==> src/logic/apb_defs.svh <==
`ifndef APB_DEFS_SVH
`define APB_DEFS_SVH

// Bus widths
`define APB_ADDR_W 32
`define APB_DATA_W 32

// Storage depths in words
`define REGFILE_WORDS 16
`define SCRATCH_WORDS 256

// Address map by top nibble of paddr
`define REGFILE_BASE_NIBBLE 4'h0
`define SLOW_BASE_NIBBLE    4'hA
`define SLOW_END_NIBBLE     4'hC

// Slow window timing model
`define DELAY_RATIO   3
`define DELAY_SCALE   8
`define DELAY_COUNT_W 10

`endif

==> src/logic/apb_pkg.sv <==
`include "apb_defs.svh"

package apb_pkg;

    typedef struct packed {
        logic [`APB_ADDR_W-1:0]   paddr;
        logic                     psel;
        logic                     penable;
        logic [2:0]               pprot;
        logic                     pwrite;
        logic [`APB_DATA_W-1:0]   pwdata;
        logic [`APB_DATA_W/8-1:0] pstrb;
    } apb_req_t;

    typedef struct packed {
        logic                   pready;
        logic [`APB_DATA_W-1:0] prdata;
        logic                   pslverr;
    } apb_rsp_t;

endpackage

==> src/logic/apb_regfile.sv <==
`timescale 1ns/1ps
`include "apb_defs.svh"

module apb_regfile (
    input  logic              clock,
    input  logic              reset,
    input  apb_pkg::apb_req_t req,
    output apb_pkg::apb_rsp_t rsp
);
    localparam int WORDS = `REGFILE_WORDS;
    localparam int IDX_W = $clog2(WORDS);
    localparam int LANES = `APB_DATA_W / 8;

    logic [`APB_DATA_W-1:0] regs [WORDS];
    logic [`APB_ADDR_W-7:0] word_addr;
    logic [IDX_W-1:0]       idx;
    logic                   access;
    logic                   in_range;
    logic                   wr_en;

    assign word_addr = req.paddr[`APB_ADDR_W-5:2]; // Top nibble is the region
    assign idx       = word_addr[IDX_W-1:0];
    assign in_range  = word_addr < WORDS;
    assign access    = req.psel & req.penable;
    assign wr_en     = access & req.pwrite & in_range;

    always_ff @(posedge clock or posedge reset) begin
        if (reset) begin
            for (int i = 0; i < WORDS; i++) begin
                regs[i] <= '0;
            end
        end else if (wr_en) begin
            for (int b = 0; b < LANES; b++) begin
                if (req.pstrb[b]) begin
                    regs[idx][b*8 +: 8] <= req.pwdata[b*8 +: 8];
                end
            end
        end
    end

    // Zero wait, done in the first access cycle
    always_comb begin
        rsp.pready  = access;
        rsp.pslverr = access & ~in_range;
        if (access && !req.pwrite && in_range) begin
            rsp.prdata = regs[idx];
        end else begin
            rsp.prdata = '0;
        end
    end

endmodule

==> config.mk <==
export PLATFORM = sky130hd
export DESIGN_NAME = apb_regfile
export DESIGN_NICKNAME = d
export VERILOG_FILES = /design/src/logic/apb_pkg.sv /design/src/logic/apb_regfile.sv
export VERILOG_INCLUDE_DIRS = /design/src /design/src/logic
export SDC_FILE = /design/constraint.sdc
export NUM_CORES = 1
export LEC_CHECK = 0
export BUFFER_PORTS_ARGS = -buffer_cell sky130_fd_sc_hd__buf_4
export CELL_PAD_IN_SITES_DETAIL_PLACEMENT = 0
export CELL_PAD_IN_SITES_GLOBAL_PLACEMENT = 1
export CORE_MARGIN = 2
export CORE_UTILIZATION = 48
export CTS_CLUSTER_SIZE = 25
export DETAILED_ROUTE_END_ITERATION = 8
export PLACE_DENSITY_LB_ADDON = 0.1
export SYNTH_ARGS = -nofsm -noshare
export SYNTH_HDL_FRONTEND = slang
export SYNTH_SLANG_ARGS = --single-unit
==> constraint.sdc <==
create_clock -name clock -period 14.9 [get_ports clock]
set_input_delay 0 -clock clock [delete_from_list [all_inputs] [get_ports clock]]
set_output_delay 0 -clock clock [all_outputs]
set_load 0.02 [all_outputs]
==> impl_metrics.env <==
export IMPL_run_status="finished clean"
export IMPL_fp_dieH_um=228
export IMPL_design_die_area_um2=51900
export IMPL_insertion_delay_ps=590
export IMPL_mostFrequentLayoutCells="sky130_fd_sc_hd__dfrtp_1 (512), sky130_fd_sc_hd__mux2_2 (469), sky130_fd_sc_hd__mux4_2 (128), sky130_fd_sc_hd__buf_4 (116), sky130_fd_sc_hd__a22oi_1 (64)"
export IMPL_core_rowCount=82
export IMPL_startpoint_type="input pin"
export IMPL_worst_hold_path_type="input pin to async pin"
export IMPL_max_vdd_ir_drop_uv=76.6
export IMPL_drt_iter0_markers=901
export IMPL_maxCapViolations=0
export IMPL_cts_root_buf="sky130_fd_sc_hd__clkbuf_16"
export IMPL_largest_register="regs"
export IMPL_synth_xor_area_share_pct=0
export IMPL_antenna_cells=0
export IMPL_setup_viol=0
export IMPL_critical_path_top_delay_family="buffers and inverters"
export IMPL_gr_usage_all_layers_pct=22.4
export IMPL_core_area_um2=49800
export IMPL_area_growth_syn_to_layout_pct=14.2
export IMPL_finalHoldWorstSlack_ps=88.2
export IMPL_synth_fp_nets=1537
export IMPL_period_minus_slack_ps=3290
export IMPL_die_width_um=228
export IMPL_synth_yosys_seq_area_share_pct=53.3
export IMPL_finalHoldViolations=0
export IMPL_final_standard_cell_utilization_of_the_core_pct=55.2
export IMPL_share_of_synthesized_cell_area_in_full_adder_half_adder_and_majority_cells_pct=0
export IMPL_cp_data_required_time_ps=14900
export IMPL_cp_data_arrival_time_ps=3290
export IMPL_avgViaCountPerCell=5.88
export IMPL_cts_tree="yes"
export IMPL_starting_density_pct=48.3
export IMPL_setup_tns_ps=0
export IMPL_design_portCount=110
export IMPL_yosys_area_share_simple_pct=5.90
export IMPL_reg_to_reg_startpoint="regs[23]$_DFFE_PP0P_"
export IMPL_n_fill_cell=4091
export IMPL_post_synth_mux_area_share_pct=36.0
export IMPL_design_final_nets=1645
export IMPL_routed_via_count=13400
export IMPL_timing_worst_setup_path_type="input pin to output pin"
export IMPL_worst_path_buf_inv=4
export IMPL_timing_critical_path_fanout_max=50
export IMPL_totalWireLength_um=56600
export IMPL_grt_overflow=0
export IMPL_worst_path_most_repeated_cell="sky130_fd_sc_hd__buf_4"
export IMPL_clock_sinks=512
export IMPL_buffer_ports_inserted=100
export IMPL_timing_critical_path_from="req[64]"
export IMPL_place_congestion=0.754
export IMPL_tritoncts_num_buffers=56
export IMPL_first_pass_grt_wire_length_um=88400
export IMPL_instances_no_fill=2279
export IMPL_grt_pass1_vias=14400
export IMPL_timing_critical_path_cells="buf_4 > or4_1 > nor2_4 > buf_4 > nand4b_1 > buf_4 > a21oi_1 > buf_4"
export IMPL_routed_wire_length_per_instance_um=24.8
export IMPL_timing_critical_path_to_type="output pin"
export IMPL_cts_root_to_sink_buffers=3
export IMPL_ys_warn_count=0
export IMPL_dpl_cell_count=2150
export IMPL_synth_compound_gate_area_share_pct=2.68
export IMPL_post_dp_hpwl_um=33300
export IMPL_synth_top_family_by_area="multiplexers"
export IMPL_unrepaired_setup_endpoints_after_global_routing="false"
export IMPL_synth_area_per_cell_um2=16.5
export IMPL_yosys_cell_types_count=32
export IMPL_synth_seq_cells=512
export IMPL_crit_slowest_cell="sky130_fd_sc_hd__buf_4"
export IMPL_leakage_nw=13.8
export IMPL_h_tree_depth=2
export IMPL_top_regs="regs: 512 flops"
export IMPL_final_common_cell="sky130_fd_sc_hd__dfrtp_1"
export IMPL_antenna_found_initial=0
export IMPL_clkSlewWorstSetupHoldPaths_ps=60
export IMPL_postRouteAntennaNets=0
export IMPL_clock_fmax_ghz=0.304
export IMPL_transition_time_of_the_tightest_slew_check_pin_ps=1190
export IMPL_tcrit_tclk_final_pct=22.1
export IMPL_worst_clock_skew_ps=0
export IMPL_finalMaxSlewViolations=0
export IMPL_layout_drive_gt1_share_pct=54.6
export IMPL_largest_net_degree_at_the_start_of_global_routing=189
export IMPL_drt_pass1_iter_count=5
export IMPL_syn_cell_area_um2=24100
export IMPL_timing_max_slew_rel_slack_pct=19.8
export IMPL_syn_instance_count=1461
export IMPL_largest_stage_delay_worst_path_ps=950
export IMPL_drt_drc_violations_left=0
export IMPL_cts_setup_buffers=0
export IMPL_fin_total_pwr_w=0.00289
export IMPL_max_reg_flops=512
export IMPL_power_density_cell_area_nw_per_um2=105
[final timing paths]
path,to,slack (ps),depth (start not counted)
min in group clock,regs[473]$_DFFE_PP0P_,160,4
setup reg to reg,regs[23]$_DFFE_PP0P_,14100,1
setup / recovery,rsp[7],11610,8
hold reg to reg,regs[441]$_DFFE_PP0P_,490,1
hold / removal,regs[240]$_DFFE_PP0P_,90,3
max in group asynchronous,regs[70]$_DFFE_PP0P_,12340,5
[synth_stat cells, drive strengths merged]
master  number  area (um2)
nand2b       4        25.0
or4          2        18.8
clkbuf      62         233
dfrtp      512       12800
and4         1        8.76
nor3         6        50.1
buf         40         285
inv          2        7.51
nor2b        2        12.5
nor4         4        31.3
and2         1        6.26
nand4       64        1150
mux4       128        2880
nor2        16        77.6
nand2        7        28.8
nand4b       1        8.76
mux2       512        5770
a22oi       64         480
a21oi       33         165
[what timing repair did]
item / CTS / global route
hold endpoints to repair: 625 / 0
hold buffers: 33 / 0
resized for setup: 0 / 0
[per-layer routing]
layer / part of all wire, % / track usage [%] / vias to the layer above
li1: - / - / 5882
met1: 46 / 31.2 / 7201
met2: 48 / 36.4 / 231
met3: 3.9 / 3.75 / 90
met4: 2.7 / 6.31 / 0
met5: 0 / 0 / -
[per-stage QoR]
| step | worst slack, ps | instance area (um2) |
|---|---|---|
| after floorplan | 600 | 24100 |
| after global placement | 11270 | 25300 |
| after detailed placement | 11200 | 25300 |
| after CTS | 11600 | 27500 |
| after global routing | 11490 | 27500 |
| final | 11610 | 27500 |
[cells by family after synthesis]
logic type,after synthesis
mux,640
flops,512
simple gates,108
buf+inv,104
compound gates,97
[tightest hold or removal path, stage by stage]
cell,delay (ps)
sky130_fd_sc_hd__dlygate4sd3_1,530
sky130_fd_sc_hd__buf_4,150
sky130_fd_sc_hd__inv_8,490
[cell type report]
class | count | area [um2] | area share (%)
inverters | 2 | 15.0 | 0.0547
multi-input cells | 845 | 10700 | 39.1
well taps | 672 | 841 | 3.06
flip-flops and latches | 512 | 12800 | 46.6
clock buffers | 88 | 1690 | 6.16
repair buffers | 152 | 1250 | 4.54
clock inverters | 8 | 118 | 0.428
[power breakdown]
part | leakage, nW | switching, W | internal [W]
clock | 0.887 | 0.000549 | 0.000822
combinational | 5.71 | 0.0000904 | 0.0000367
sequential | 7.16 | 0.0000000000457 | 0.00139
(Power assumes the default switching activity.)
