--- config.mk ---
export PLATFORM = sky130hd
export DESIGN_NAME = apb_decoder
export DESIGN_NICKNAME = d
export VERILOG_FILES = /design/src/logic/apb_pkg.sv /design/src/logic/subsys_pkg.sv /design/src/logic/apb_decoder.sv
export VERILOG_INCLUDE_DIRS = /design/src /design/src/logic
export SDC_FILE = /design/constraint.sdc
export NUM_CORES = 1
export LEC_CHECK = 0
export ABC_AREA = 1
export BUFFER_PORTS_ARGS = -buffer_cell sky130_fd_sc_hd__buf_4
export CORE_AREA = 2 2 126 128
export DETAILED_ROUTE_END_ITERATION = 8
export DIE_AREA = 0 0 128 130
export GPL_TIMING_DRIVEN = 1
export SLEW_MARGIN = 20
export SYNTH_ARGS = -nofsm -noshare
export SYNTH_HDL_FRONTEND = slang
export SYNTH_SLANG_ARGS = --single-unit
--- constraint.sdc ---
create_clock -name vclk -period 0.8
set_input_delay 0.12 -clock vclk [all_inputs]
set_output_delay 0.12 -clock vclk [all_outputs]
set_load 0.01 [all_outputs]
--- src/logic/apb_defs.svh ---
`ifndef APB_DEFS_SVH
`define APB_DEFS_SVH

// Bus widths
`define APB_ADDR_W 32
`define APB_DATA_W 32

// Storage depths in words
`define REGFILE_WORDS 16
`define SCRATCH_WORDS 256

// Address map by top nibble of paddr
`define REGFILE_BASE_NIBBLE 4'h0
`define SLOW_BASE_NIBBLE    4'hA
`define SLOW_END_NIBBLE     4'hC

// Slow window timing model
`define DELAY_RATIO   3
`define DELAY_SCALE   8
`define DELAY_COUNT_W 10

`endif

--- src/logic/apb_pkg.sv ---
`include "apb_defs.svh"

package apb_pkg;

    typedef struct packed {
        logic [`APB_ADDR_W-1:0]   paddr;
        logic                     psel;
        logic                     penable;
        logic [2:0]               pprot;
        logic                     pwrite;
        logic [`APB_DATA_W-1:0]   pwdata;
        logic [`APB_DATA_W/8-1:0] pstrb;
    } apb_req_t;

    typedef struct packed {
        logic                   pready;
        logic [`APB_DATA_W-1:0] prdata;
        logic                   pslverr;
    } apb_rsp_t;

endpackage

--- src/logic/subsys_pkg.sv ---
package subsys_pkg;

    // Slow window delayer
    typedef enum logic [1:0] {
        IDLE = 2'b00,
        REQ  = 2'b01,
        HOLD = 2'b10
    } delay_state_t;

    // Decoder target
    typedef enum logic [1:0] {
        REG_REGION  = 2'b00,
        SLOW_REGION = 2'b01,
        NO_REGION   = 2'b10
    } region_t;

endpackage

--- src/logic/apb_decoder.sv ---
`timescale 1ns/1ps
`include "apb_defs.svh"

module apb_decoder (
    input  apb_pkg::apb_req_t bus_req,
    output apb_pkg::apb_rsp_t bus_rsp,
    output apb_pkg::apb_req_t reg_req,
    input  apb_pkg::apb_rsp_t reg_rsp,
    output apb_pkg::apb_req_t slow_req,
    input  apb_pkg::apb_rsp_t slow_rsp
);
    import apb_pkg::*;
    import subsys_pkg::*;

    logic [3:0] nibble;
    region_t    region;
    apb_rsp_t   err_rsp;

    assign nibble = bus_req.paddr[`APB_ADDR_W-1 -: 4];

    always_comb begin
        if (nibble == `REGFILE_BASE_NIBBLE) begin
            region = REG_REGION;
        end else if (nibble >= `SLOW_BASE_NIBBLE && nibble < `SLOW_END_NIBBLE) begin
            region = SLOW_REGION;
        end else begin
            region = NO_REGION;
        end
    end

    // Unmapped access completes at once with an error
    always_comb begin
        err_rsp         = '0;
        err_rsp.pready  = bus_req.psel & bus_req.penable;
        err_rsp.pslverr = bus_req.psel & bus_req.penable;
    end

    always_comb begin
        reg_req       = bus_req;
        reg_req.psel  = bus_req.psel && (region == REG_REGION);
        slow_req      = bus_req;
        slow_req.psel = bus_req.psel && (region == SLOW_REGION);
    end

    always_comb begin
        case (region)
            REG_REGION: begin
                bus_rsp = reg_rsp;
            end
            SLOW_REGION: begin
                bus_rsp = slow_rsp;
            end
            default: begin
                bus_rsp = err_rsp;
            end
        endcase
    end

endmodule

==> results of run 1 <==
timing repair:
action                                  4_1_cts  5_1_grt
hold buffers                                  0        0
pin swaps                                     2        0
gates cloned                                  5        2
setup buffers                                 5        1
endpoints found under the setup margin       36       36
resized for setup                            51       18
critical path: stages:
cell and delay [ns]:
buf_8 0.11, inv_4 0.05, nand3_4 0.09, buf_12 0.17
buf_12 0.14, o21ai_2 0.15, buf_4 0.14
layer usage:
metal | share of wire, % | up-vias
li1 | - | 669
met1 | 31 | 640
met2 | 49 | 132
met3 | 12 | 55
met4 | 7.7 | 0
met5 | 0 | -
logic make-up after synthesis:
group                  count (synthesis)  synth area share (%)
AO/OA/AOI/OAI                         32                  9.99
buffers and inverters                190                  75.6
AND/OR/NAND/NOR                       46                  14.4
synthesized netlist by cell type (all sizes together):
master  instances  area (um^2)
buf           155         1190
nand3          38          203
inv            35          131
o21ai          32          175
nor2            4         30.0
nand2           2         7.51
nand4           2         12.5
report_power, final:
group          total [mW]  switching, mW  internal (mW)
Combinational        1.04          0.438          0.604
Sequential              0              0              0
Clock                   0              0              0
final cells by class:
| cell class | count | area (um^2) |
|---|---|---|
| fillers | 1775 | 13100 |
| repair buffers | 143 | 1340 |
| multi-input cells | 78 | 642 |
| well taps | 192 | 240 |
| inverters | 35 | 134 |
per-stage QoR:
step	cell area, um^2	total power [mW]	hold WS (ns)	utilization (%)
floorplan	1750	0.991	0.332	-
global placement	1870	0.812	0.240	12.1
detailed placement	1870	0.817	0.240	12.1
CTS	2240	1.02	0.240	14.5
global route	2350	1.13	0.240	15.2
finish	2350	1.04	0.240	15.2
path summary, 6_finish.rpt:
check,start,endpoint,slack (ns)
worst min-delay path,bus_req[36],slow_req[36],0.24
worst max-delay path,bus_req[72],bus_rsp[2],-0.29
==> metrics.txt, run 1 <==
run status=finished, violations left; violated checks=setup timing; max-slew violation total from the final report=0; GPL Wtd Cong=0.676; DRC marker count from the first detailed-route iteration=33; required time worst endpoint=0.68 ns; die height=130 um; drt via density=3.34; num sequential=0; most congested layer reported by global routing=met2; final setup vio count=36; fraction of met3 tracks used by global routing=2.91%; Max transition margin=87.3%; ratio of final minimum period to clock period=136%; first-pass iteration count of the detailed router=2; HPWL after DPL=4840 um; layout cell share with drive strength beyond 1=75.4%; Routed Antenna Nets=0; post-route non-filler standard cell count=448; initial core utilization=11.4%; GRT Resource Usage Total=7.15%; NumNets Final=400; setup repair after global routing missed its margin=yes; area of the core region=15400 um^2; Worst EP arrival=0.97 ns; unique cell type count in the Yosys netlist=13; pre-CTS setup slack=-0.291 ns; count of input and output buffers=120; cell area after synthesis=1750 um^2; commonest non-fill, non-tap cells in the layout=121 x buf_4, 34 x inv_1, 26 x o21ai_2, 21 x nand3_1, 13 x nand3_2; kind of launch point of the worst setup path=input port; power density cells=443 nW/um^2; GR Layer Usage met2=13.7%; Clock Buffer Count=0; Post-Syn Instances=268; antenna violations before repair=0; I/O pin count=324; Avg WL per Cell=15.6 um; maximum clock frequency=920 MHz; via count of the routed design=1496; number of cells in the design after placement=437; number of global-route vias before repair=1500; growth of design area from synthesis to finish=34.2%; peak ir drop on the vdd network=0.132 mV; total gr overflow=0; Die ar.=16600 um^2; Setup TNS Final=-8.65 ns; register area=0 um^2; final worst setup slack=-0.287 ns; width of the chip=128 um; wire length reported by the detailed router=6970 um; synthesis warning total=0; peak fanout along the critical path=7; Hold Path Depth=0; net count after synthesis=410; Lkg Pwr=1.16 nW; sequential-to-total area share from yosys stat=0%; DRC violations left=0; number of hold violations in the final report=0; Avg Cell Area, Syn=6.54 um^2; Worst setup EP type=primary output; post-layout minimum cycle time=1.09 ns; slew at the pin with the worst max-slew slack=0.190 ns; number of diodes=0; pin count of the biggest net entering global routing=18; Maximum Capacitance Violations=0; Row Count=46; met1 layer usage reported by global route=5.81%; wire length of the first global-routing pass=8650 um; worst min-delay path class=input port to primary output; most common cell after layout, fill and taps aside=buf_4; category of the critical setup timing path=input port to primary output
No activity file was read; power rests on OpenSTA's default activity.
==> inputs of run 2 (changes only) <==
--- a/config.mk
+++ b/config.mk
@@ -12,6 +12,8 @@
 export DETAILED_ROUTE_END_ITERATION = 8
 export DIE_AREA = 0 0 128 130
 export GPL_TIMING_DRIVEN = 1
+export PLACE_DENSITY = 0.4
+export REMOVE_ABC_BUFFERS = 1
 export SLEW_MARGIN = 20
 export SYNTH_ARGS = -nofsm -noshare
 export SYNTH_HDL_FRONTEND = slang
==> metrics.txt, run 2 (synthesis results as in run 1) <==
I/O pin count=324; register area=0 um^2; layout cell share with drive strength beyond 1=74.1%; antenna violations before repair=2; count of buffer and inverter cells on the critical path=4; Worst EP arrival=0.99 ns; tightest hold margin=0.240 ns; internal cell power=0.591 mW; crit-path cells=buf_6 -> nor2_4 -> buf_4 -> clkbuf_16 -> nand3_1 -> o21ai_2 -> buf_4; growth of design area from synthesis to finish=33.3%; Clock Buffer Count=0; final worst setup slack=-0.308 ns; kind of launch point of the worst setup path=input port; final setup vio count=36; endpoint of the worst hold-timing path=reg_req[4]; DRC violations left=0; number of cells in the design after placement=439; commonest non-fill, non-tap cells in the layout=119 x buf_4, 34 x inv_1, 26 x nand3_1, 23 x o21ai_2, 14 x buf_6; Worst setup EP type=primary output; pin count of the biggest net entering global routing=24; HPWL after DPL=17100 um; power density cells=448 nW/um^2; Routed Antenna Nets=0; ratio of final minimum period to clock period=138%; number of hold violations in the final report=0; most common cell after layout, fill and taps aside=buf_4; run status=finished, violations left; maximum clock frequency=903 MHz; Maximum Capacitance Violations=0; post-route non-filler standard cell count=453; Lkg Pwr=1.17 nW; switching power summed over all nets=0.454 mW; via count of the routed design=1796; total gr overflow=0; category of the critical setup timing path=input port to primary output; drt via density=3.96; Max transition margin=88.6%; initial core utilization=11.4%; max-slew violation total from the final report=0; sequential share of power=0%; width of the chip=128 um; GRT Resource Usage Total=21.5%; maximum single-stage delay on the critical path=0.16 ns; NumNets Final=403; wire length reported by the detailed router=19100 um; Hold Path Depth=0; number of buffers inserted for hold repair after clock tree synthesis=0; post-place instance area=1860 um^2; worst min-delay path class=input port to primary output; Avg WL per Cell=42.1 um; first-pass iteration count of the detailed router=4; setup repair after global routing missed its margin=yes; die height=130 um; Die ar.=16600 um^2; violated checks=setup timing; slew at the pin with the worst max-slew slack=0.171 ns; wire length of the first global-routing pass=22400 um; family with the most delay on the worst path=buffers and inverters; Row Count=46; clock network power share=0%; critical path's most frequent cell=buf_4; Switching Fraction=43.4%; Fillers=1801; required time worst endpoint=0.68 ns; area of the core region=15400 um^2; peak ir drop on the vdd network=0.127 mV; number of global-route vias before repair=1768; slowest cell on the critical path=clkbuf_16; DRC marker count from the first detailed-route iteration=68; post-route standard cell area excluding fillers=2340 um^2; num sequential=0; Comb pwr share=100.0%; origin of the worst min-delay path=bus_req[4]; multi-input combinational cell area=643 um^2; GPL Wtd Cong=0.824; post-layout minimum cycle time=1.11 ns; peak fanout along the critical path=11; count of input and output buffers=120
==> run 2: worst max path at each step <==
| stage | from | end | slack (ns) | cells past startpoint |
|---|---|---|---|---|
| 5_1_grt | bus_req[71] | bus_rsp[29] | -0.35 | 7 |
| 3_5_place_dp | bus_req[72] | bus_rsp[28] | -0.48 | 6 |
| 6_report | bus_req[71] | bus_rsp[1] | -0.31 | 7 |
| 2_1_floorplan | bus_req[73] | bus_rsp[0] | -0.22 | 4 |
| 3_3_place_gp | bus_req[72] | bus_rsp[28] | -0.47 | 6 |
| 4_1_cts | bus_req[72] | bus_rsp[20] | -0.33 | 8 |
==> run 2: stage by stage <==
stage / setup TNS, ns / total power, mW / util, % / setup slack, ns
after floorplan: -5.29 / 0.192 / - / -0.224
after global placement: -12.51 / 0.825 / 12.0 / -0.472
after detailed placement: -12.87 / 0.831 / 12.0 / -0.482
after CTS: -9.19 / 1.03 / 14.6 / -0.330
after global routing: -10.97 / 1.12 / 15.1 / -0.347
final: -9.17 / 1.05 / 15.1 / -0.308
==> run 2: layout make-up <==
cell class / count / share of cell area (%)
repair buffers: 146 / 55.8
diodes: 2 / 0.214
multi-input cells: 78 / 27.5
well taps: 192 / 10.3
inverters: 35 / 6.16
==> run 2: routing by layer <==
metal	track usage, %	up-vias	part of all wire (%)	wire length [um]
li1	-	676	-	-
met1	14.2	725	23	4400
met2	32.7	346	42	8020
met3	28.8	39	29	5470
met4	8.53	10	4.8	916
met5	10.9	-	1.3	247
==> run 2: power groups by stage <==
stage | Clock [mW] | Combinational, mW | Sequential [mW]
5_1_grt | 0 | 1.12 | 0
4_1_cts | 0 | 1.03 | 0
3_3_place_gp | 0 | 0.825 | 0
6_report | 0.000000335 | 1.05 | 0
2_1_floorplan | 0 | 0.192 | 0
3_5_place_dp | 0 | 0.831 | 0
==> run 2: what timing repair did <==
item / 4_1_cts / 5_1_grt
buffers inserted: 8 / 3
gates resized for setup: 64 / 21
endpoints found under the setup margin: 36 / 36
gates cloned: 3 / 1
pin swaps: 8 / 3
