===== config.mk =====
export PLATFORM = sky130hd
export DESIGN_NAME = apb_delayer
export DESIGN_NICKNAME = d
export VERILOG_FILES = /design/src/logic/apb_pkg.sv /design/src/logic/subsys_pkg.sv /design/src/logic/apb_delayer.sv
export VERILOG_INCLUDE_DIRS = /design/src /design/src/logic
export SDC_FILE = /design/constraint.sdc
export NUM_CORES = 1
export LEC_CHECK = 0
export ABC_AREA = 1
export BUFFER_PORTS_ARGS = -buffer_cell sky130_fd_sc_hd__buf_2
export CORE_ASPECT_RATIO = 0.7
export CORE_MARGIN = 5
export CORE_UTILIZATION = 30
export CTS_BUF_LIST = sky130_fd_sc_hd__clkbuf_8
export DETAILED_ROUTE_END_ITERATION = 12
export PLACE_DENSITY = 0.65
export SLEW_MARGIN = 40
export SYNTH_ARGS = -nofsm -noshare
export SYNTH_HDL_FRONTEND = slang
export SYNTH_SLANG_ARGS = --single-unit

===== constraint.sdc =====
create_clock -name clock -period 5.2 [get_ports clock]
set_input_delay 0.52 -clock clock [delete_from_list [all_inputs] [get_ports clock]]
set_output_delay 0.52 -clock clock [all_outputs]
set_load 0.05 [all_outputs]

===== src/logic/apb_defs.svh =====
`ifndef APB_DEFS_SVH
`define APB_DEFS_SVH

// Bus widths
`define APB_ADDR_W 32
`define APB_DATA_W 32

// Storage depths in words
`define REGFILE_WORDS 16
`define SCRATCH_WORDS 256

// Address map by top nibble of paddr
`define REGFILE_BASE_NIBBLE 4'h0
`define SLOW_BASE_NIBBLE    4'hA
`define SLOW_END_NIBBLE     4'hC

// Slow window timing model
`define DELAY_RATIO   3
`define DELAY_SCALE   8
`define DELAY_COUNT_W 10

`endif


===== src/logic/apb_pkg.sv =====
`include "apb_defs.svh"

package apb_pkg;

    typedef struct packed {
        logic [`APB_ADDR_W-1:0]   paddr;
        logic                     psel;
        logic                     penable;
        logic [2:0]               pprot;
        logic                     pwrite;
        logic [`APB_DATA_W-1:0]   pwdata;
        logic [`APB_DATA_W/8-1:0] pstrb;
    } apb_req_t;

    typedef struct packed {
        logic                   pready;
        logic [`APB_DATA_W-1:0] prdata;
        logic                   pslverr;
    } apb_rsp_t;

endpackage


===== src/logic/subsys_pkg.sv =====
package subsys_pkg;

    // Slow window delayer
    typedef enum logic [1:0] {
        IDLE = 2'b00,
        REQ  = 2'b01,
        HOLD = 2'b10
    } delay_state_t;

    // Decoder target
    typedef enum logic [1:0] {
        REG_REGION  = 2'b00,
        SLOW_REGION = 2'b01,
        NO_REGION   = 2'b10
    } region_t;

endpackage


===== src/logic/apb_delayer.sv =====
`timescale 1ns/1ps
`include "apb_defs.svh"

module apb_delayer #(
    parameter int RATIO = `DELAY_RATIO,
    parameter int SCALE = `DELAY_SCALE
) (
    input  logic              clock,
    input  logic              reset,
    input  apb_pkg::apb_req_t in_req,
    output apb_pkg::apb_rsp_t in_rsp,
    output apb_pkg::apb_req_t out_req,
    input  apb_pkg::apb_rsp_t out_rsp
);
    import apb_pkg::*;
    import subsys_pkg::*;

    localparam int CW    = `DELAY_COUNT_W;
    localparam int SHIFT = $clog2(SCALE);
    localparam logic [CW-1:0] STEP = CW'(RATIO << SHIFT); // Fixed point, one native cycle

    delay_state_t  state;
    logic [CW-1:0] count;
    logic [CW-1:0] count_sum;
    logic          release_rsp;
    apb_rsp_t      held_rsp;

    // Request goes straight to the slave
    assign out_req = in_req;

    assign count_sum   = count + STEP;
    assign release_rsp = (state == HOLD) && (count == CW'(1));

    always_ff @(posedge clock or posedge reset) begin
        if (reset) begin
            state <= IDLE;
        end else begin
            case (state)
                IDLE: begin
                    if (in_req.psel) begin
                        state <= REQ;
                    end
                end
                REQ: begin
                    if (out_rsp.pready) begin
                        state <= HOLD;
                    end
                end
                HOLD: begin
                    if (release_rsp) begin
                        state <= IDLE;
                    end
                end
                default: begin
                    state <= IDLE;
                end
            endcase
        end
    end

    // Answer cycle is counted too, so the scaled count is never zero
    always_ff @(posedge clock or posedge reset) begin
        if (reset) begin
            count <= '0;
        end else begin
            case (state)
                REQ: begin
                    if (out_rsp.pready) begin
                        count <= count_sum >> SHIFT;
                    end else begin
                        count <= count_sum;
                    end
                end
                HOLD: begin
                    count <= count - 1'b1;
                end
                default: begin
                    count <= '0;
                end
            endcase
        end
    end

    always_ff @(posedge clock) begin
        if (state == REQ && out_rsp.pready) begin
            held_rsp <= out_rsp; // Pready is high in the copy
        end
    end

    assign in_rsp = release_rsp ? held_rsp : '0;

endmodule


==> flow_summary_export.csv, run 1 <==
group,metric,value,unit
route,viasPerCell,4.451,
grt,grt_first_pass_wirelength,9715,um
layout,layout_commonest_cell,"sky130_fd_sc_hd__buf_2",
setup_path,critical_path.cell_chain,"inv_1, ha_1, nand2_4, nor2_1, buf_2",
timing,whs,214.6,ps
yosys,synth_warnings,0,
route,wl_per_cell,13.03,um
floorplanning,start_util,0.3121,
floorplanning,fp.coreArea,0.009216,mm2
power,total_leakage_power,0.001480,uW
place,place_congestion,0.8746,
timing,finalCriticalPeriod,2669,ps
grt,grt.total_usage,0.1022,
yosys,synth-edff-count,34,
power,ir_drop,0.2445,mV
setup_path,critical_path_capture_point_type,"output pin",
route,dr.first_iter.drc_count,148,
yosys,synth_sequential_area_ratio,0.4593,
setup_path,worstPathBufferInverterCount,2,
timing,timing_max_transition_violations_final,0,
yosys,synth.top_cell.area_share,0.3549,
timing,tightest_slew,572.1,ps
grt,grt_use_met1,0.1369,
layout,multi_input_comb_area,724.4,um2
cts,clock_path_buffers,2,
cts,postCtsSetupRepairBufs,0,
setup_path,cpMaxStageDelayCell,"sky130_fd_sc_hd__ha_1",
yosys,async_flop_share,0.2609,
timing,rsz0062_at_grt,"no",
setup_path,reg2reg_from,"state[1]",
setup_path,critical_path.startpoint,"state[0]",
place,io_buffer_count,71,
timing,timing.fmax,374.7,MHz
setup_path,worstSetupPathType,"reg -> out",
layout,mostFrequentLayoutCells,"sky130_fd_sc_hd__buf_2, sky130_fd_sc_hd__inv_1, sky130_fd_sc_hd__nor2_1",
cts,cts_hold_buf,0,
yosys,yosys.area.top_type,"sky130_fd_sc_hd__edfxtp_1",
grt,grt_remaining_overflow,0,
timing,remaining_max_slew_budget_at_the_tightest_pin,0.6182,
floorplanning,die_height,91.93,um
timing,finalClockSkew,7.621,ps
yosys,yosys.cell_types.count,21,
timing,final_setup_violation_count,0,
cts,cts_tree,"yes",
layout,antenna_cells,0,
cts,clkLatencyLatePin,310,ps
cts,ctsHtreeMaxLevel,2,
cts,cts_made_buffers,5,
grt,grt_util_met2,0.1351,
grt,grt_pass1_vias,1965,
route,drt.antenna.violating_nets,0,
route,num_vias,2034,
yosys,mean_area_per_synthesized_cell,8.690,um2
grt,met3_demand_to_capacity_share_in_global_routing,0.06504,
setup_path,critical_path.top_delay_family,"simple AND/OR/NAND/NOR gates",
layout,finish.net_count,448,
run_status,run_status,"finished, final reports clean",
cts,clkTransAtPathRegs,90,ps
setup_path,cp-start-kind,"flip-flop",
grt,antenna_violations_before_repair,0,
yosys,synth_fp_nets,447,
route,detailedRoute.firstPassIterationCount,4,
floorplanning,rows,29,
floorplanning,ios,218,
setup_path,worst-endpoint-required,4680,ps
layout,layout.area.seq,0.001321,mm2
route,postRouteWirelength,5953,um
timing,finalSetupTns,0,ps
setup_path,worst_ep_arrival_time,2150,ps
grt,grt_start_max_net_pins,35,
cts,clock_sinks,46,
yosys,synth_area,0.002877,mm2
yosys,synth_top_cells_by_area,"sky130_fd_sc_hd__edfxtp_1, sky130_fd_sc_hd__buf_4, sky130_fd_sc_hd__dfrtp_1, sky130_fd_sc_hd__inv_1, sky130_fd_sc_hd__nor2_1",
setup_path,worst_path_largest_cell_delay,460,ps
layout,layout-drive-gt1-share,0.2853,
timing,finalHoldViolations,0,
grt,busiest_layer,"met1",
cts,cts-root-buf,"sky130_fd_sc_hd__clkbuf_8",
hold_path,hold_path.class,"in -> async",
floorplanning,die_area,0.01168,mm2
job,cap_violations,0,
floorplanning,floorplan.die.width,127.0,um
place,detailed_place_hpwl,4641,um
setup_path,timing.critical_path.fanout_max,34,
yosys,ys_seq_elements,46,
cts,postCtsResizedCells,0,
layout,flow.area_growth_from_synthesis,0.6526,%
route,route.detailed.drc,0,
layout,fill_cells,973,
yosys,synth_ff_type,"sky130_fd_sc_hd__edfxtp_1",
yosys,syn_inst,331,
power,power_density_normalized_to_cell_area,470.6,mW/mm2
timing,timing.final.crit_share,0.5132,
[final timing paths]
kind	endpoint	slack [ps]	depth (start not counted)
worst max-delay path	in_rsp[31]	2530	5
worst min-delay path	count[0]	210	2
worst max register to register	held_rsp[17]	3200	5
worst min register to register	state[0]	530	2
max in group asynchronous	count[7]	4650	2
min in group clock	held_rsp[24]	380	1
[cell families after synthesis]
kind of cell               Yosys count  share of synthesized area
AOI/OAI and AO/OA                   15                    0.02958
buffers and inverters              141                     0.2888
adders and majority gates            6                    0.02610
and+or+nand+nor                    123                     0.1962
DFF                                 46                     0.4593
[where the power goes]
| part | internal, uW | switching (uW) |
|---|---|---|
| Sequential | 488 | 45.4 |
| Clock | 107 | 128 |
| Combinational | 178 | 416 |
[worst register-to-register path, cell delays in order, from the launching register on]
cell and delay [ps]:
sky130_fd_sc_hd__dfrtp_1 410, sky130_fd_sc_hd__inv_1 100, sky130_fd_sc_hd__ha_1 200, sky130_fd_sc_hd__nand2_1 80, sky130_fd_sc_hd__inv_1 430, sky130_fd_sc_hd__buf_4 440
[per-stage QoR]
stage                     utilization  cells  instance area [um2]  total power [uW]  setup WS (ps)
after detailed placement       0.3038    449                 2800              1129           2883
after global routing           0.3141    457                 2895              1474           2321
final                          0.3141    457                 2895              1363           2531
after CTS                      0.3141    457                 2895              1369           2534
after floorplan                     -    331                 2877              1131           2988
after global placement         0.3038    449                 2800              1111           2960
[synthesized netlist by cell type, types with 2 or more instances]
cell type and n:
sky130_fd_sc_hd__o22ai_1 2, sky130_fd_sc_hd__nor2_4 2, sky130_fd_sc_hd__nand4_1 6, sky130_fd_sc_hd__nand2_1 36, sky130_fd_sc_hd__nor2_1 38, sky130_fd_sc_hd__buf_6 3, sky130_fd_sc_hd__o21ai_0 5, sky130_fd_sc_hd__edfxtp_1 34
sky130_fd_sc_hd__a21oi_1 5, sky130_fd_sc_hd__ha_1 6, sky130_fd_sc_hd__inv_1 63, sky130_fd_sc_hd__nand3_1 28, sky130_fd_sc_hd__buf_4 74, sky130_fd_sc_hd__dfrtp_1 12, sky130_fd_sc_hd__nor2_2 11
[final cells by class]
class | count | share of cell area
inverters | 63 | 0.08168
well taps | 124 | 0.05359
flip-flops and latches | 46 | 0.4564
repair buffers | 72 | 0.1253
multi-input cells | 144 | 0.2502
clock buffers | 6 | 0.02852
clock inverters | 2 | 0.004322
[sequential cells by signal, indices dropped and copies added (netlist names)]
| signal | flops |
|---|---|
| held_rsp | 34 |
| state | 2 |
| count | 10 |
[metal layers]
layer	up-vias	wire length, um
met1	941	2667
met3	13	854
li1	957	-
met2	123	2341
met4	0	90
met5	-	0
Note: power is estimated with default switching activity, not from simulation.
==> run 2: changes to the inputs <==
==> constraint.sdc (replaced) <==
create_clock -name clock -period 2.7 [get_ports clock]
set_input_delay 0.27 -clock clock [delete_from_list [all_inputs] [get_ports clock]]
set_output_delay 0.27 -clock clock [all_outputs]
set_load 0.05 [all_outputs]
==> flow_summary_export.csv, run 2 (synthesized netlist as in run 1, its figures left out) <==
group,metric,value,unit
run_status,run_status,"finished, final reports clean",
layout,layout_commonest_cell,"sky130_fd_sc_hd__buf_2",
cts,clock_sinks,46,
layout,number_of_flip_flops_in_the_largest_register,34,
setup_path,cp-start-kind,"flip-flop",
floorplanning,rows,29,
grt,grt_use_met1,0.1353,
layout,stdcell_area,0.002912,mm2
cts,ctsHtreeMaxLevel,2,
floorplanning,fp.coreArea,0.009216,mm2
grt,busiest_layer,"met1",
timing,remaining_max_slew_budget_at_the_tightest_pin,0.6573,
setup_path,worst_ep_arrival_time,2010,ps
timing,finalClockSkew,13.98,ps
power,internal-power,1473,uW
grt,met3_demand_to_capacity_share_in_global_routing,0.06330,
setup_path,critical_path.cell_chain,"inv_1, ha_1, nand4_1, nor2_2, nand2_4, nor2_1, buf_2",
floorplanning,floorplan.die.width,127.0,um
floorplanning,start_util,0.3121,
route,drt.antenna.violating_nets,0,
layout,layout-drive-gt1-share,0.2857,
timing,finalHoldViolations,0,
layout,fill_cells,993,
route,num_vias,2005,
floorplanning,die_area,0.01168,mm2
timing,timing_max_transition_violations_final,0,
grt,grt_pass1_vias,1908,
power,ir_drop,0.3878,mV
timing,finalSetupTns,0,ps
setup_path,reg2reg_from,"state[1]",
timing,finalCriticalPeriod,2285,ps
power,power.switching_fraction,0.4319,
timing,worst_slack,415.1,ps
grt,antenna_violations_before_repair,0,
layout,mostFrequentLayoutCells,"sky130_fd_sc_hd__buf_2, sky130_fd_sc_hd__inv_1, sky130_fd_sc_hd__nor2_1",
power,totalPowerFinal,2593,uW
power,clockPowerShare,0.160,
cts,clkLatencyLatePin,300,ps
setup_path,timing.critical_path.fanout_max,34,
layout,postLayoutCoreUtil,0.3159,
setup_path,timing.rr.end,"count[2]",
setup_path,worst_path_largest_cell_delay,390,ps
cts,clkTransAtPathRegs,90,ps
route,wl_per_cell,12.66,um
setup_path,worst-r2r-setup-slack,1010,ps
place,placement.setup.worst_slack,774.1,ps
power,power_density_normalized_to_cell_area,890.6,mW/mm2
timing,timing.fmax,437.7,MHz
setup_path,ff2ff_path_depth,8,
cts,cts_made_buffers,5,
grt,grt_util_met2,0.1325,
setup_path,worstSetupPathType,"reg -> out",
setup_path,worst-endpoint-required,2430,ps
setup_path,cpMaxStageDelayCell,"sky130_fd_sc_hd__dfrtp_1",
layout,registers.top_by_ff_count,"held_rsp",
layout,antenna_cells,0,
setup_path,critical_path_capture_point_type,"output pin",
timing,tightest_slew,513.4,ps
grt,grt_start_max_net_pins,35,
hold_path,hold_path.class,"in -> reg",
power,part_of_the_power_in_registers,0.395,
timing,timing.final.crit_share,0.8462,
timing,final_setup_violation_count,0,
route,route.detailed.drc,0,
cts,postCtsResizedCells,0,
layout,finish.net_count,451,
grt,grt.total_usage,0.09944,
layout,flow.area_growth_from_synthesis,1.218,%
place,placement.cell_area,0.002815,mm2
route,detailedRoute.firstPassIterationCount,5,
layout,layout_top_registers,"held_rsp x34, count x10, state x2",
route,dr.first_iter.drc_count,220,
cts,cts-root-buf,"sky130_fd_sc_hd__clkbuf_8",
power,power.combinational.fraction,0.445,
job,cap_violations,0,
place,place_congestion,0.9161,
floorplanning,die_height,91.93,um
setup_path,worst_setup_path_endpoint,"in_rsp[1]",
power,p_switching,1120,uW
cts,clock_path_buffers,2,
grt,grt_remaining_overflow,0,
place,detailed_place_hpwl,4549,um
grt,grt_first_pass_wirelength,9556,um
route,viasPerCell,4.359,
floorplanning,ios,218,
setup_path,critical_path.startpoint,"count[1]",
cts,cts_tree,"yes",
route,postRouteWirelength,5824,um
timing,rsz0062_at_grt,"no",
power,total_leakage_power,0.001497,uW
place,io_buffer_count,71,
[run 2: per-layer routing]
metal | vias up | wire length, um
met1 | 897 | 2587
met2 | 139 | 2311
met4 | 0 | 35
met5 | - | 0
li1 | 963 | -
met3 | 6 | 889
[run 2: what timing repair did]
item / in CTS / in global routing
setup buffers: 0 / 0
endpoints found under the hold margin: 9 / 0
hold buffers: 1 / 0
[run 2: through the flow]
| stage | cells | hold slack, ps |
|---|---|---|
| finish | 460 | 140.8 |
| global route | 460 | 116.7 |
| CTS | 460 | 121.7 |
| detailed placement | 451 | 331.3 |
| global placement | 451 | 325.5 |
| floorplan | 331 | 134.7 |
[run 2: worst min-delay path by stage]
stage | cells after the start | startpoint | to | slack, ps
after floorplan | 1 | reset | count[0] | 130
final | 1 | out_rsp[2] | held_rsp[2] | 140
after global placement | 2 | reset | state[0] | 330
after CTS | 1 | out_rsp[9] | held_rsp[9] | 120
after detailed placement | 2 | reset | count[0] | 330
after global routing | 1 | out_rsp[0] | held_rsp[0] | 120
[run 2: power by group through the flow]
stage / sequential, uW / combinational (uW) / clock (uW)
after global placement: 1030 / 1120 / 0
after CTS: 1020 / 1150 / 442
after floorplan: 1020 / 1160 / 0
after detailed placement: 1040 / 1140 / 0
after global routing: 1040 / 1320 / 468
final: 1020 / 1150 / 415
[run 2: final cells by class]
type,instances,area (um2),share of cell area
Tap cell,124,155.1,0.05329
Multi-Input combinational cell,144,724.4,0.2488
Timing Repair Buffer,75,387.9,0.1332
Inverter,63,236.5,0.08122
Sequential cell,46,1321,0.4538
Clock inverter,3,17.52,0.006016
Clock buffer,5,68.82,0.02364
[run 2: critical path, delay by kind of cell, from the launching register on]
kind | cells | cell delay [ps]
AND/OR/NAND/NOR | 4 | 730
flip-flops | 1 | 390
buffers and inverters | 2 | 390
adder cells (fa/ha/maj) | 1 | 190
